File: src/mips_pkg.sv
`default_nettype none

package mips_pkg;

	typedef logic [31:0] word_t;
	typedef logic [4:0]  reg_addr_t;
	// Instruction addresses count words, not bytes
	typedef logic [7:0]  pc_t;

	localparam int REG_COUNT  = 32;
	localparam int DMEM_WORDS = 256;
	localparam int DMEM_AW    = $clog2(DMEM_WORDS);

	// Primary opcodes
	localparam logic [5:0] OP_RTYPE = 6'h00;
	localparam logic [5:0] OP_ADDI  = 6'h08;
	localparam logic [5:0] OP_LW    = 6'h23;
	localparam logic [5:0] OP_SW    = 6'h2b;
	localparam logic [5:0] OP_BEQ   = 6'h04;
	localparam logic [5:0] OP_J     = 6'h02;

	// R-type funct field
	localparam logic [5:0] FN_ADD = 6'h20;
	localparam logic [5:0] FN_SUB = 6'h22;
	localparam logic [5:0] FN_AND = 6'h24;
	localparam logic [5:0] FN_OR  = 6'h25;
	localparam logic [5:0] FN_SLT = 6'h2a;

	typedef enum logic [2:0] {
		ALU_ADD,
		ALU_SUB,
		ALU_AND,
		ALU_OR,
		ALU_SLT
	} alu_op_e;

	typedef enum logic [1:0] {
		FWD_REG,
		FWD_MEM,
		FWD_WB
	} fwd_sel_e;

	// All zero means no-op
	typedef struct packed {
		logic    reg_write;
		logic    mem_read;
		logic    mem_write;
		logic    mem_to_reg;
		logic    branch;
		logic    jmp;
		logic    alu_src;
		alu_op_e alu_op;
	} ctrl_t;

	typedef struct packed {
		word_t instr;
		pc_t   pc;
	} fd_t;

	typedef struct packed {
		ctrl_t     ctrl;
		pc_t       pc;
		word_t     rs_val;
		word_t     rt_val;
		reg_addr_t rs;
		reg_addr_t rt;
		reg_addr_t dst;
		word_t     imm;
		pc_t       jmp_target;
	} dx_t;

	typedef struct packed {
		ctrl_t     ctrl;
		word_t     alu;
		logic      zero;
		word_t     store_data;
		reg_addr_t rt;
		reg_addr_t dst;
		pc_t       br_target;
		pc_t       jmp_target;
	} xm_t;

	typedef struct packed {
		logic      reg_write;
		logic      mem_to_reg;
		word_t     alu;
		word_t     rdata;
		reg_addr_t dst;
	} mw_t;

	typedef struct packed {
		logic      we;
		reg_addr_t dst;
		word_t     val;
	} wb_t;

endpackage

`default_nettype wire

File: src/mips_execute.sv
`default_nettype none

module mips_execute import mips_pkg::*; (
	input  dx_t      dx_i,
	input  fwd_sel_e fwd_a_i,
	input  fwd_sel_e fwd_b_i,
	input  word_t    mem_fwd_i,
	input  word_t    wb_fwd_i,
	output xm_t      xm_o
);

	word_t op_a;
	word_t rt_fwd;
	word_t op_b;
	word_t result;

	always_comb begin
		case (fwd_a_i)
			FWD_MEM: op_a = mem_fwd_i;
			FWD_WB:  op_a = wb_fwd_i;
			default: op_a = dx_i.rs_val;
		endcase
		case (fwd_b_i)
			FWD_MEM: rt_fwd = mem_fwd_i;
			FWD_WB:  rt_fwd = wb_fwd_i;
			default: rt_fwd = dx_i.rt_val;
		endcase
	end

	assign op_b = dx_i.ctrl.alu_src ? dx_i.imm : rt_fwd;

	always_comb begin
		case (dx_i.ctrl.alu_op)
			ALU_SUB: result = op_a - op_b;
			ALU_AND: result = op_a & op_b;
			ALU_OR:  result = op_a | op_b;
			// Signed compare
			ALU_SLT: result = {31'd0, $signed(op_a) < $signed(op_b)};
			default: result = op_a + op_b;
		endcase
	end

	always_comb begin
		xm_o.ctrl       = dx_i.ctrl;
		xm_o.alu        = result;
		xm_o.zero       = (result == '0);
		xm_o.store_data = rt_fwd;
		xm_o.rt         = dx_i.rt;
		xm_o.dst        = dx_i.dst;
		// pc already points past the branch
		xm_o.br_target  = dx_i.pc + dx_i.imm[7:0];
		xm_o.jmp_target = dx_i.jmp_target;
	end

endmodule

`default_nettype wire

File: config.mk
export PLATFORM = sky130hd
export DESIGN_NAME = mips_execute
export DESIGN_NICKNAME = d
export VERILOG_FILES = /design/src/mips_pkg.sv /design/src/mips_execute.sv
export SDC_FILE = /design/constraint.sdc
export NUM_CORES = 1
export LEC_CHECK = 0
export BUFFER_PORTS_ARGS = -buffer_cell sky130_fd_sc_hd__buf_4
export CAP_MARGIN = 5
export CORE_MARGIN = 3
export CORE_UTILIZATION = 25
export DETAILED_ROUTE_END_ITERATION = 8
export PLACE_DENSITY = 0.46
export SYNTH_ARGS = -nofsm -noshare
export SYNTH_HDL_FRONTEND = slang
export SYNTH_SLANG_ARGS = --single-unit
File: constraint.sdc
create_clock -name vclk -period 7.65
set_clock_uncertainty 0.15 [all_clocks]
set_input_delay 0.765 -clock vclk [all_inputs]
set_output_delay 0.765 -clock vclk [all_outputs]
set_load 0.03 [all_outputs]
Word level (Yosys, flattened, before mapping)
Index checks and enable logic that the tools add are counted.
{"block": "word_totals", "reg_bits": 0, "out_inout_bits": 101}
{"block": "op_classes", "add_sub_neg": 3, "n_lt_le_gt_ge": 1, "n_eq_ne": 8, "muxes": 4, "bitwise": 2, "n_reduce_logical": 1}
{"op": "$pmux W32 S2", "count": 2}
{"op": "$pmux W32 S4", "count": 1}
{"op": "$add A32 B32 Y32", "count": 1}
{"op": "$and A32 B32 Y32", "count": 1}
{"op": "$logic_not A32 Y1", "count": 1}
{"op": "$lt A32 B32 Y1", "count": 1}
{"op": "$mux W32", "count": 1}
{"op": "$or A32 B32 Y32", "count": 1}
{"op": "$sub A32 B32 Y32", "count": 1}
{"op": "$add A8 B8 Y8", "count": 1}
{"op": "$eq A3 B2 Y1 const B", "count": 2}
{"op": "$eq A2 B1 Y1 const B", "count": 2}
{"op": "$eq A2 B2 Y1 const B", "count": 2}
{"op": "$eq A3 B1 Y1 const B", "count": 1}
{"op": "$eq A3 B3 Y1 const B", "count": 1}

Logic depth before layout (Yosys ltp)
Gate-level depths: netlist of the first run.
{"block": "depth", "word_depth": 6, "ltp_mapped": 20, "depth_no_buf": 19}

Least setup slack after synthesis of the first run
No wires, ideal clock.
{"block": "synth_timing", "path_type": "input-to-output", "start": "in fwd_b_i[0]", "end": "out xm_o[58] (netlist bit)", "arrival_ns": 5.693, "required_time_ns": 6.735, "slack_ns": 1.042, "path_stages": 19, "n_path_buf": 3, "path_cell_list": "inv_1 ha_1 clkbuf_1 buf_1 nor2_1 a21oi_1 o21ai_0 ha_1 buf_6 or4_4 nand3b_4 a211o_1 a31o_1 a211oi_2 o21ai_1 a32oi_1 a21boi_0 or4b_1 nor4b_2"}
{"element": "start: declaration", "line_no": "mips_execute.sv:6", "source": "input fwd_sel_e fwd_b_i,"}
{"element": "end: declaration", "line_no": "mips_execute.sv:9", "source": "output xm_t xm_o"}

==> metrics.log, run 1 <==
[metrics] result of the run: complete, no violations
[metrics] distinct cell type count of the synthesized netlist: between 80 and 90
[metrics] number of I/O port buffers: 253
[metrics] initial detailed-routing violation count: 750
[metrics] net count after synthesis: between 1,500 and 2,000
[metrics] post-cts gate resize count: 0
[metrics] number of global-route vias before repair: approximately 9,700
[metrics] min-delay worst type: in2out
[metrics] fraction of layout instances using a drive strength above 1: around 23%
[metrics] final clock period utilization by the worst path: a little over 90%
[metrics] count of nets left with antenna violations after detail routing: 0
[metrics] post-detailed-route wirelength per cell: around 21 um
[metrics] combined area of all synthesized cells: just under 8000 um2
[metrics] transition time at the pin with the least slew margin: between 1 and 1.5 ns
[metrics] Slew Limit Headroom: about a quarter
[metrics] final antenna diode count: 0
[metrics] Final Hold Viols: 0
[metrics] via count of the routed design: about 10,000
[metrics] core area: ~30,000 um2
[metrics] Post-Synthesis Cells: 1,248
[metrics] combined flip-flop and latch cell area: 0 um2
[metrics] count of buffers added by post-CTS timing repair for setup: 0
[metrics] count of final setup violators: 0
[metrics] Total Die Area: 33,000 um2
[metrics] num ports: 306
[metrics] hold_buf cts: 0
[metrics] Crit Path Class: in2out
[metrics] Core Rows: between 60 and 70
[metrics] achievable clock frequency: ~0.14 GHz
[metrics] chip width: roughly 180 um
[metrics] worst endpoint required time: between 6 and 7 ns
[metrics] unrepaired setup endpoints after global routing: false
[metrics] largest net degree at the start of global routing: 66
[metrics] mean instance size in the synthesized netlist: 6.19 um2
[metrics] Max stage delay cell, worst path: sky130_fd_sc_hd__fa_1
[metrics] Final Routed Wirelength: ~38,000 um
[metrics] total half-perimeter wirelength after legalization and detailed placement: about 31,000 um
[metrics] Die Ht: between 150 and 200 um
[metrics] sequential share of the synthesized area: 0%
[metrics] type of element launching the critical path: primary input
[metrics] crit path capture type: output pin
[metrics] Area Overhead vs Synth: 28.2%
[metrics] arrival time worst endpoint: a little over 6 ns
[metrics] Net count, final: between 1,500 and 2,000
[metrics] cells along the critical path: buf_4 -> inv_1 -> ha_1 -> buf_12 -> a22oi_1 -> nor2_1 -> a21oi_1 -> o21ai_0 -> ha_1 -> inv_1 -> fa_1 -> nand2b_1 -> a211oi_1 -> buf_4 -> o22a_1 -> o221a_2 -> o22ai_1 -> nor4_1 -> buf_4 -> nand4b_1 -> nor4_1 -> nand4bb_1 -> nor4b_2 -> buf_4
[metrics] power per unit of standard cell area: between 100 and 150 nW/um2
[metrics] Fill cells: between 3,000 and 4,000
[metrics] detailed-route DRC error count: 0
[metrics] number of maximum-capacitance constraint violations: 0
[metrics] clock buffer instance count of the final layout: 0
[metrics] final number of max-transition violations: 0
[metrics] area taken by multi-input logic gates: roughly 6700 um2
[metrics] maximum vdd ir drop: ~0.078 mV
[metrics] number of search-and-repair iterations in the first detailed-routing pass: 5
[metrics] GRT overflow: 0
[metrics] via-per-instance ratio: between 5 and 6
[metrics] leading area contributor after synthesis: sky130_fd_sc_hd__ha_1
[metrics] aggregate global-route resource usage: around a fifth
[metrics] Slowest Stage Delay on Critical Path: 0.47 ns
[metrics] Synth Warn #: 0
[metrics] placed insts: 1,815
[metrics] Fin Setup TNS: 0 ns
[metrics] starting density of the core: 25.7%
[metrics] critical-path maximum fanout: 23
[metrics] number of antenna violations at the first check in global routing: 0
[metrics] number of sequential cells: 0
[metrics] placer's final routability congestion estimate: 0.897
[metrics] top cell type's share of synthesized area: between 10% and 20%
[metrics] fin cells: roughly 1,800
[metrics] most area-consuming cells after synthesis: sky130_fd_sc_hd__ha_1, sky130_fd_sc_hd__a21oi_1, sky130_fd_sc_hd__o21ai_0, sky130_fd_sc_hd__inv_1, sky130_fd_sc_hd__nand2_1
[metrics] post-route minimum period: about 7.1 ns
[metrics] wire length of the first global-routing pass: 56,200 um
[metrics] crit-path most repeated cell: sky130_fd_sc_hd__buf_4
[metrics] leakage power figure: 4.70 nW
## critical path, delay by kind of cell
| kind | cells | cell delay [ns] |
|---|---|---|
| adder cells (fa/ha/maj) | 3 | 1.20 |
| AO/OA/AOI/OAI | 7 | 1.30 |
| AND/OR/NAND/NOR | 7 | 1.88 |
| buffers and inverters | 7 | 1.05 |
## worst paths after layout
| check | from | end | cells past startpoint |
|---|---|---|---|
| setup / recovery | fwd_b_i[1] | xm_o[58] | 24 |
| hold / removal | dx_i[40] | xm_o[16] | 0 |
## cell type report
| class | count | area share (%) |
|---|---|---|
| Tap cell | 390 | 4.93 |
| Inverter | 142 | 5.39 |
| Timing Repair Buffer | 287 | 22.1 |
| Multi-Input combinational cell | 996 | 67.5 |
## stage by stage
step / total power [mW] / worst slack, ns / area [um2] / hold slack, ns / utilization (%)
after global routing: 1.50 / 0.186 / 9900 / 1.38 / 33.0
after detailed placement: 1.37 / 0.539 / 9900 / 1.38 / 33.0
after CTS: 1.38 / 0.531 / 9900 / 1.38 / 33.0
after global placement: 1.37 / 0.606 / 9900 / 1.38 / 33.0
final: 1.38 / 0.519 / 9900 / 1.38 / 33.0
after floorplan: 0.896 / 1.04 / 7720 / 1.51 / -
## Yosys cell counts (4+ instances only)
cell	count
sky130_fd_sc_hd__a2111oi_0	6
sky130_fd_sc_hd__or3_1	6
sky130_fd_sc_hd__clkbuf_1	69
sky130_fd_sc_hd__o22ai_1	16
sky130_fd_sc_hd__inv_1	142
sky130_fd_sc_hd__o211ai_1	8
sky130_fd_sc_hd__o21ai_0	108
sky130_fd_sc_hd__o31ai_1	18
sky130_fd_sc_hd__nor4_1	9
sky130_fd_sc_hd__or2_2	8
sky130_fd_sc_hd__nand3_1	18
sky130_fd_sc_hd__o31a_1	4
sky130_fd_sc_hd__a31oi_1	9
sky130_fd_sc_hd__buf_1	8
sky130_fd_sc_hd__o221ai_1	5
sky130_fd_sc_hd__a221o_1	6
sky130_fd_sc_hd__a211oi_1	17
sky130_fd_sc_hd__nor2_1	96
sky130_fd_sc_hd__nor2b_1	16
sky130_fd_sc_hd__nand2b_1	11
sky130_fd_sc_hd__nor3_1	26
sky130_fd_sc_hd__nand4_1	9
sky130_fd_sc_hd__ha_1	107
sky130_fd_sc_hd__o221a_2	8
sky130_fd_sc_hd__o21bai_1	14
sky130_fd_sc_hd__nand2_1	137
sky130_fd_sc_hd__nand4b_1	4
sky130_fd_sc_hd__buf_4	28
sky130_fd_sc_hd__and2_1	5
sky130_fd_sc_hd__buf_2	4
sky130_fd_sc_hd__a21o_1	17
sky130_fd_sc_hd__o2111ai_1	9
sky130_fd_sc_hd__a311oi_1	5
sky130_fd_sc_hd__a22oi_1	66
sky130_fd_sc_hd__a21boi_0	4
sky130_fd_sc_hd__nor3b_1	7
sky130_fd_sc_hd__mux2i_1	5
sky130_fd_sc_hd__xnor2_1	10
sky130_fd_sc_hd__a211o_1	8
sky130_fd_sc_hd__o21a_1	10
sky130_fd_sc_hd__a21oi_1	113
sky130_fd_sc_hd__a221oi_1	9
## cell usage in the layout, fill, tap and decap left out, types with 14 or more instances in the layout
master                     count
sky130_fd_sc_hd__a211oi_1     17
sky130_fd_sc_hd__buf_4       284
sky130_fd_sc_hd__o22ai_1      16
sky130_fd_sc_hd__ha_1        105
sky130_fd_sc_hd__a21o_1       17
sky130_fd_sc_hd__o21ai_0     108
sky130_fd_sc_hd__nor2b_1      15
sky130_fd_sc_hd__o31ai_1      18
sky130_fd_sc_hd__nor2_1       96
sky130_fd_sc_hd__nand3_1      18
sky130_fd_sc_hd__nand2_1     137
sky130_fd_sc_hd__nor3_1       26
sky130_fd_sc_hd__o21bai_1     14
sky130_fd_sc_hd__inv_1       142
sky130_fd_sc_hd__a21oi_1     113
sky130_fd_sc_hd__a22oi_1      66
## logic make-up after synthesis
logic type,after synthesis,synth area share [%]
AOI/OAI and AO/OA,499,43.2
xor gates and xnor gates,12,1.36
adders and majority gates,111,18.2
buffers and inverters,252,13.8
muxes,7,0.940
and+or+nand+nor,367,22.4
## layer usage
metal | vias up | GRT usage [%] | part of all wire (%)
met2 | 419 | 33.7 | 45
met5 | - | 0 | 0
met3 | 60 | 3.81 | 8.0
li1 | 4844 | - | -
met4 | 0 | 6.31 | 3.4
met1 | 4669 | 29.1 | 44
## report_power, final
group	switching, mW	internal [mW]
registers	0	0
logic	0.879	0.506
clock network	0	0
total	0.879	0.506
Note: power is estimated with default switching activity, not from simulation.
==> run 2, diff against run 1 <==
- CORE_MARGIN: 3 -> default
==> run 2 against run 1 <==
  * Critical path depth shrank 4
  * Power shrank 0.20%
  * Global-route usage increased by 1.6 points
  * Die area fell by 4.4%
  * Cell count about the same
==> metrics.log, run 2 (synthesized netlist as in run 1, its figures left out) <==
[metrics] result of the run: complete, no violations (unchanged)
[metrics] GRT overflow: 0 (unchanged)
[metrics] total half-perimeter wirelength after legalization and detailed placement: 31,200 um (about the same)
[metrics] number of sequential cells: 0 (unchanged)
[metrics] combined flip-flop and latch cell area: 0 um2 (unchanged)
[metrics] achievable clock frequency: 0.140 GHz (about the same)
[metrics] via count of the routed design: 10,000 (was 9,992)
[metrics] placer's final routability congestion estimate: 0.924 (was 0.897)
[metrics] type of element launching the critical path: primary input (unchanged)
[metrics] post-detailed-route wirelength per cell: 20.7 um (about the same)
[metrics] number of global-route vias before repair: 9,390 (was 9,652)
[metrics] Total Die Area: 31,600 um2 (was 33,000 um2)
[metrics] maximum vdd ir drop: 0.0465 mV (was 0.0781 mV)
[metrics] cell area reported after detailed placement: 9850 um2 (was 9900 um2)
[metrics] final antenna diode count: 0 (unchanged)
[metrics] Area Overhead vs Synth: 27.6% (was 28.2%)
[metrics] number of antenna violations at the first check in global routing: 0 (unchanged)
[metrics] final clock period utilization by the worst path: 93.2% (about the same)
[metrics] number of I/O port buffers: 253 (unchanged)
[metrics] Final Routed Wirelength: 37,500 um (was 37,600 um)
[metrics] Crit Path Class: in2out (unchanged)
[metrics] hold_buf cts: 0 (unchanged)
[metrics] Net count, final: 1,741 (was 1,742)
[metrics] final standard cell area without fillers: 9850 um2 (was 9900 um2)
[metrics] chip width: 178 um (was 182 um)
[metrics] arrival time worst endpoint: 6.22 ns (about the same)
[metrics] core area: 30,000 um2 (unchanged)
[metrics] post-route minimum period: 7.13 ns (about the same)
[metrics] transition time at the pin with the least slew margin: 1.07 ns (was 1.14 ns)
[metrics] power per unit of standard cell area: 140 nW/um2 (about the same)
[metrics] detailed-route DRC error count: 0 (unchanged)
[metrics] Core Rows: 63 (unchanged)
[metrics] min-delay worst type: in2out (unchanged)
[metrics] worst setup path end: xm_o[58] (unchanged)
[metrics] Fill cells: 3,432 (was 3,344)
[metrics] Fin Setup TNS: 0 ns (unchanged)
[metrics] starting density of the core: 25.7% (unchanged)
[metrics] number of search-and-repair iterations in the first detailed-routing pass: 5 (unchanged)
[metrics] largest net degree at the start of global routing: 66 (unchanged)
[metrics] Final Hold Viols: 0 (unchanged)
[metrics] Slew Limit Headroom: 28.2% (was 23.9%)
[metrics] final number of max-transition violations: 0 (unchanged)
[metrics] via-per-instance ratio: 5.53 (was 5.51)
[metrics] most frequent standard cell in the layout excluding fill and tap cells: sky130_fd_sc_hd__buf_4 (unchanged)
[metrics] post-cts gate resize count: 0 (unchanged)
[metrics] worst endpoint required time: 6.73 ns (about the same)
[metrics] leakage power figure: 4.68 nW (was 4.70 nW)
[metrics] unrepaired setup endpoints after global routing: false (unchanged)
[metrics] number of maximum-capacitance constraint violations: 0 (unchanged)
[metrics] count of final setup violators: 0 (unchanged)
[metrics] count of buffers added by post-CTS timing repair for setup: 0 (unchanged)
[metrics] fraction of layout instances using a drive strength above 1: 22.8% (was 22.9%)
[metrics] Die Ht: 178 um (was 182 um)
[metrics] crit path capture type: output pin (unchanged)
[metrics] clock buffer instance count of the final layout: 0 (unchanged)
[metrics] aggregate global-route resource usage: 22.7% (was 21.2%)
[metrics] highest-count cells in the layout ignoring fill and taps: sky130_fd_sc_hd__buf_4, sky130_fd_sc_hd__inv_1, sky130_fd_sc_hd__nand2_1 (unchanged)
[metrics] count of nets left with antenna violations after detail routing: 0 (unchanged)
[metrics] wire length of the first global-routing pass: 55,700 um (was 56,200 um)
[metrics] num ports: 306 (unchanged)
[metrics] launch point of the worst path: fwd_b_i[1] (unchanged)
[metrics] critical-path maximum fanout: 20 (was 23)
[metrics] initial detailed-routing violation count: 710 (was 750)
[run 2: cell types whose count changed in the layout (fill, tap and decap cells not counted)]
cell	previous run	this run
sky130_fd_sc_hd__buf_4	284	286
sky130_fd_sc_hd__nor2b_1	15	16
sky130_fd_sc_hd__buf_12	3	0
sky130_fd_sc_hd__nor2b_2	1	0
[run 2: worst min path at each step]
stage                   from  endpoint  cells after the start
floorplan            dx_i[0]   xm_o[0]                      1
global placement    dx_i[41]  xm_o[17]                      0
detailed placement  dx_i[41]  xm_o[17]                      0
CTS                 dx_i[41]  xm_o[17]                      0
global route         dx_i[2]   xm_o[2]                      0
finish              dx_i[40]  xm_o[16]                      0
[run 2: metal layers]
metal  part of all wire, %  global-route usage (%)  routed length, um
met5                     0                       0                  0
met4                   2.6                    5.41                972
met3                   7.5                    3.26               2820
met2                    45                    37.4              17000
met1                    45                    31.0              16700
[run 2: through the flow]
stage               hold slack (ns)  util, %  power, mW  std cells  worst slack (ns)
floorplan                      1.51        -      0.896       1248              1.04
global placement               1.38     32.8       1.36       1814             0.622
detailed placement             1.38     32.8       1.37       1814             0.580
CTS                            1.38     32.8       1.37       1814             0.578
global route                   1.38     32.8       1.49       1814             0.278
finish                         1.38     32.8       1.38       1814             0.517
[run 2: power by group]
part	switching, mW	total (mW)	internal [mW]
Clock	0	0	0
Sequential	0	0	0
Combinational	0.879	1.38	0.502
Total	0.879	1.38	0.502
[run 2: cell type report]
cell class | instances | area, um2 | share of cell area [%]
Timing Repair Buffer | 286 | 2150 | 21.8
Multi-Input combinational cell | 996 | 6680 | 67.8
Tap cell | 390 | 488 | 4.95
Inverter | 142 | 533 | 5.41
[run 2: worst max-delay path, cell delays in order]
cell	delay, ns
sky130_fd_sc_hd__buf_4	0.11
sky130_fd_sc_hd__inv_1	0.05
sky130_fd_sc_hd__ha_1	0.46
sky130_fd_sc_hd__buf_4	0.35
sky130_fd_sc_hd__a22oi_1	0.10
sky130_fd_sc_hd__nor2_1	0.09
sky130_fd_sc_hd__a21oi_1	0.06
sky130_fd_sc_hd__o21ai_0	0.44
sky130_fd_sc_hd__ha_1	0.48
sky130_fd_sc_hd__or4_4	0.49
sky130_fd_sc_hd__nand3b_4	0.17
sky130_fd_sc_hd__a211o_1	0.32
sky130_fd_sc_hd__a31o_1	0.29
sky130_fd_sc_hd__a211oi_2	0.34
sky130_fd_sc_hd__o2111ai_1	0.19
sky130_fd_sc_hd__a41o_1	0.29
sky130_fd_sc_hd__a2111oi_0	0.42
sky130_fd_sc_hd__nand4bb_1	0.23
sky130_fd_sc_hd__nor4b_2	0.33
sky130_fd_sc_hd__buf_4	0.20
==> run 3, diff against run 2 <==
- BUFFER_PORTS_ARGS: -buffer_cell sky130_fd_sc_hd__buf_4 -> -buffer_cell sky130_fd_sc_hd__buf_2
- TNS_END_PERCENT: default -> 1
==> run 3 against run 2 <==
  * Die area stayed put
  * Highest routed layer unchanged
  * Power is 5.3% lower
  * Sequential share of layout area stayed put
==> metrics.log, run 3 (synthesized netlist as in run 1, its figures left out) <==
[metrics] detailed-route DRC error count: 0 (unchanged)
[metrics] wire length of the first global-routing pass: 54,700 um (was 55,700 um)
[metrics] Total Die Area: 31,600 um2 (unchanged)
[metrics] combined flip-flop and latch cell area: 0 um2 (unchanged)
[metrics] power per unit of standard cell area: 142 nW/um2 (was 140 nW/um2)
[metrics] fraction of layout instances using a drive strength above 1: 22.6% (was 22.8%)
[metrics] transition time at the pin with the least slew margin: 1.17 ns (was 1.07 ns)
[metrics] number of global-route vias before repair: 9,450 (was 9,390)
[metrics] number of search-and-repair iterations in the first detailed-routing pass: 5 (unchanged)
[metrics] placer's final routability congestion estimate: 0.910 (was 0.924)
[metrics] Area Overhead vs Synth: 19.4% (was 27.6%)
[metrics] hold_buf cts: 0 (unchanged)
[metrics] post-detailed-route wirelength per cell: 20.3 um (was 20.7 um)
[metrics] crit path capture type: output pin (unchanged)
[metrics] worst-case hold slack: 1.38 ns (unchanged)
[metrics] initial detailed-routing violation count: 842 (was 710)
[metrics] final number of max-transition violations: 0 (unchanged)
[metrics] Final Routed Wirelength: 36,700 um (was 37,500 um)
[metrics] unrepaired setup endpoints after global routing: false (unchanged)
[metrics] core area: 30,000 um2 (unchanged)
[metrics] Slew Limit Headroom: 21.8% (was 28.2%)
[metrics] total half-perimeter wirelength after legalization and detailed placement: 30,200 um (was 31,200 um)
[metrics] aggregate global-route resource usage: 22.1% (was 22.7%)
[metrics] clock buffer instance count of the final layout: 0 (unchanged)
[metrics] most frequent standard cell in the layout excluding fill and tap cells: sky130_fd_sc_hd__buf_2 (was sky130_fd_sc_hd__buf_4)
[metrics] fin cells: 1,812 (was 1,814)
[metrics] final clock period utilization by the worst path: 93.5% (was 93.2%)
[metrics] starting density of the core: 25.7% (unchanged)
[metrics] count of final setup violators: 0 (unchanged)
[metrics] number of I/O port buffers: 253 (unchanged)
[metrics] post-cts gate resize count: 0 (unchanged)
[metrics] arrival time worst endpoint: 6.24 ns (was 6.22 ns)
[metrics] post-route minimum period: 7.15 ns (was 7.13 ns)
[metrics] placed insts: 1,812 (was 1,814)
[metrics] Crit Path Class: in2out (unchanged)
[metrics] critical-path maximum fanout: 12 (was 20)
[metrics] number of antenna violations at the first check in global routing: 0 (unchanged)
[metrics] GR Layer Usage met3: 2.08% (was 3.26%)
[metrics] global-route met1 utilization: 31.0% (about the same)
[metrics] via count of the routed design: 10,100 (was 10,000)
[metrics] chip width: 178 um (unchanged)
[metrics] number of sequential cells: 0 (unchanged)
[metrics] count of buffers added by post-CTS timing repair for setup: 0 (unchanged)
[metrics] Net count, final: 1,739 (was 1,741)
[metrics] final antenna diode count: 0 (unchanged)
[metrics] GRT overflow: 0 (unchanged)
[metrics] Fin Setup TNS: 0 ns (unchanged)
[metrics] via-per-instance ratio: 5.55 (was 5.53)
[metrics] achievable clock frequency: 0.140 GHz (about the same)
[metrics] largest net degree at the start of global routing: 50 (was 66)
[metrics] Final Hold Viols: 0 (unchanged)
[metrics] Core Rows: 63 (unchanged)
[metrics] result of the run: complete, no violations (unchanged)
[metrics] min-delay worst type: in2out (unchanged)
[metrics] type of element launching the critical path: primary input (unchanged)
[metrics] number of maximum-capacitance constraint violations: 0 (unchanged)
[metrics] maximum vdd ir drop: 0.0428 mV (was 0.0465 mV)
[metrics] GR Layer Usage met2: 35.7% (was 37.4%)
[metrics] count of nets left with antenna violations after detail routing: 0 (unchanged)
[metrics] highest-count cells in the layout ignoring fill and taps: sky130_fd_sc_hd__buf_2, sky130_fd_sc_hd__inv_1, sky130_fd_sc_hd__nand2_1 (was sky130_fd_sc_hd__buf_4, sky130_fd_sc_hd__inv_1, sky130_fd_sc_hd__nand2_1)
[metrics] total chip power: 1.31 mW (was 1.38 mW)
[metrics] Die Ht: 178 um (unchanged)
[metrics] leakage power figure: 4.47 nW (was 4.68 nW)
[metrics] GRT Max-Usage Layer: met2 (unchanged)
[metrics] worst endpoint required time: 6.73 ns (about the same)
[metrics] num ports: 306 (unchanged)
[run 3: worst paths after layout]
kind | from | to | depth (start not counted)
worst min-delay path | dx_i[40] | xm_o[16] | 0
worst max-delay path | fwd_b_i[1] | xm_o[58] | 22
[run 3: final cells by class]
class	instances	area [um2]
timing repair buffer	284	1510
fill	3410	20800
inverter	142	533
multi-input combinational	996	6680
tap	390	488
[run 3: critical path, cell delays in order]
cell and delay [ns]:
sky130_fd_sc_hd__buf_2 0.11, sky130_fd_sc_hd__inv_1 0.05, sky130_fd_sc_hd__ha_1 0.42, sky130_fd_sc_hd__a22oi_1 0.13
sky130_fd_sc_hd__nor2_1 0.10, sky130_fd_sc_hd__a21oi_1 0.08, sky130_fd_sc_hd__o21ai_0 0.45, sky130_fd_sc_hd__ha_1 0.29
sky130_fd_sc_hd__inv_1 0.08, sky130_fd_sc_hd__fa_1 0.48, sky130_fd_sc_hd__nand2b_1 0.18, sky130_fd_sc_hd__a211oi_1 0.21
sky130_fd_sc_hd__buf_4 0.18, sky130_fd_sc_hd__a21oi_1 0.13, sky130_fd_sc_hd__a211oi_1 0.71, sky130_fd_sc_hd__nor3_1 0.20
sky130_fd_sc_hd__a211oi_1 0.31, sky130_fd_sc_hd__o211ai_1 0.12, sky130_fd_sc_hd__o21a_1 0.17, sky130_fd_sc_hd__or4b_1 0.56
sky130_fd_sc_hd__nor4b_2 0.27, sky130_fd_sc_hd__buf_2 0.25
[run 3: where the power goes]
| group | internal [mW] | switching, mW |
|---|---|---|
| Sequential | 0 | 0 |
| Combinational | 0.433 | 0.876 |
| Clock | 0 | 0 |
| Total | 0.433 | 0.876 |
[run 3: layer usage]
metal,vias to the layer above,wire length [um],share of wire (%)
met3,56,2780,7.6
met4,0,1060,2.9
met2,512,16200,44
met1,4643,16700,45
met5,-,0,0
li1,4841,-,-
[run 3: stage by stage]
stage | utilization [%] | setup slack (ns) | area (um2)
detailed placement | 30.7 | 0.563 | 9210
finish | 30.7 | 0.499 | 9210
CTS | 30.7 | 0.552 | 9210
global placement | 30.7 | 0.668 | 9210
global route | 30.7 | 0.210 | 9210
floorplan | - | 1.04 | 7720
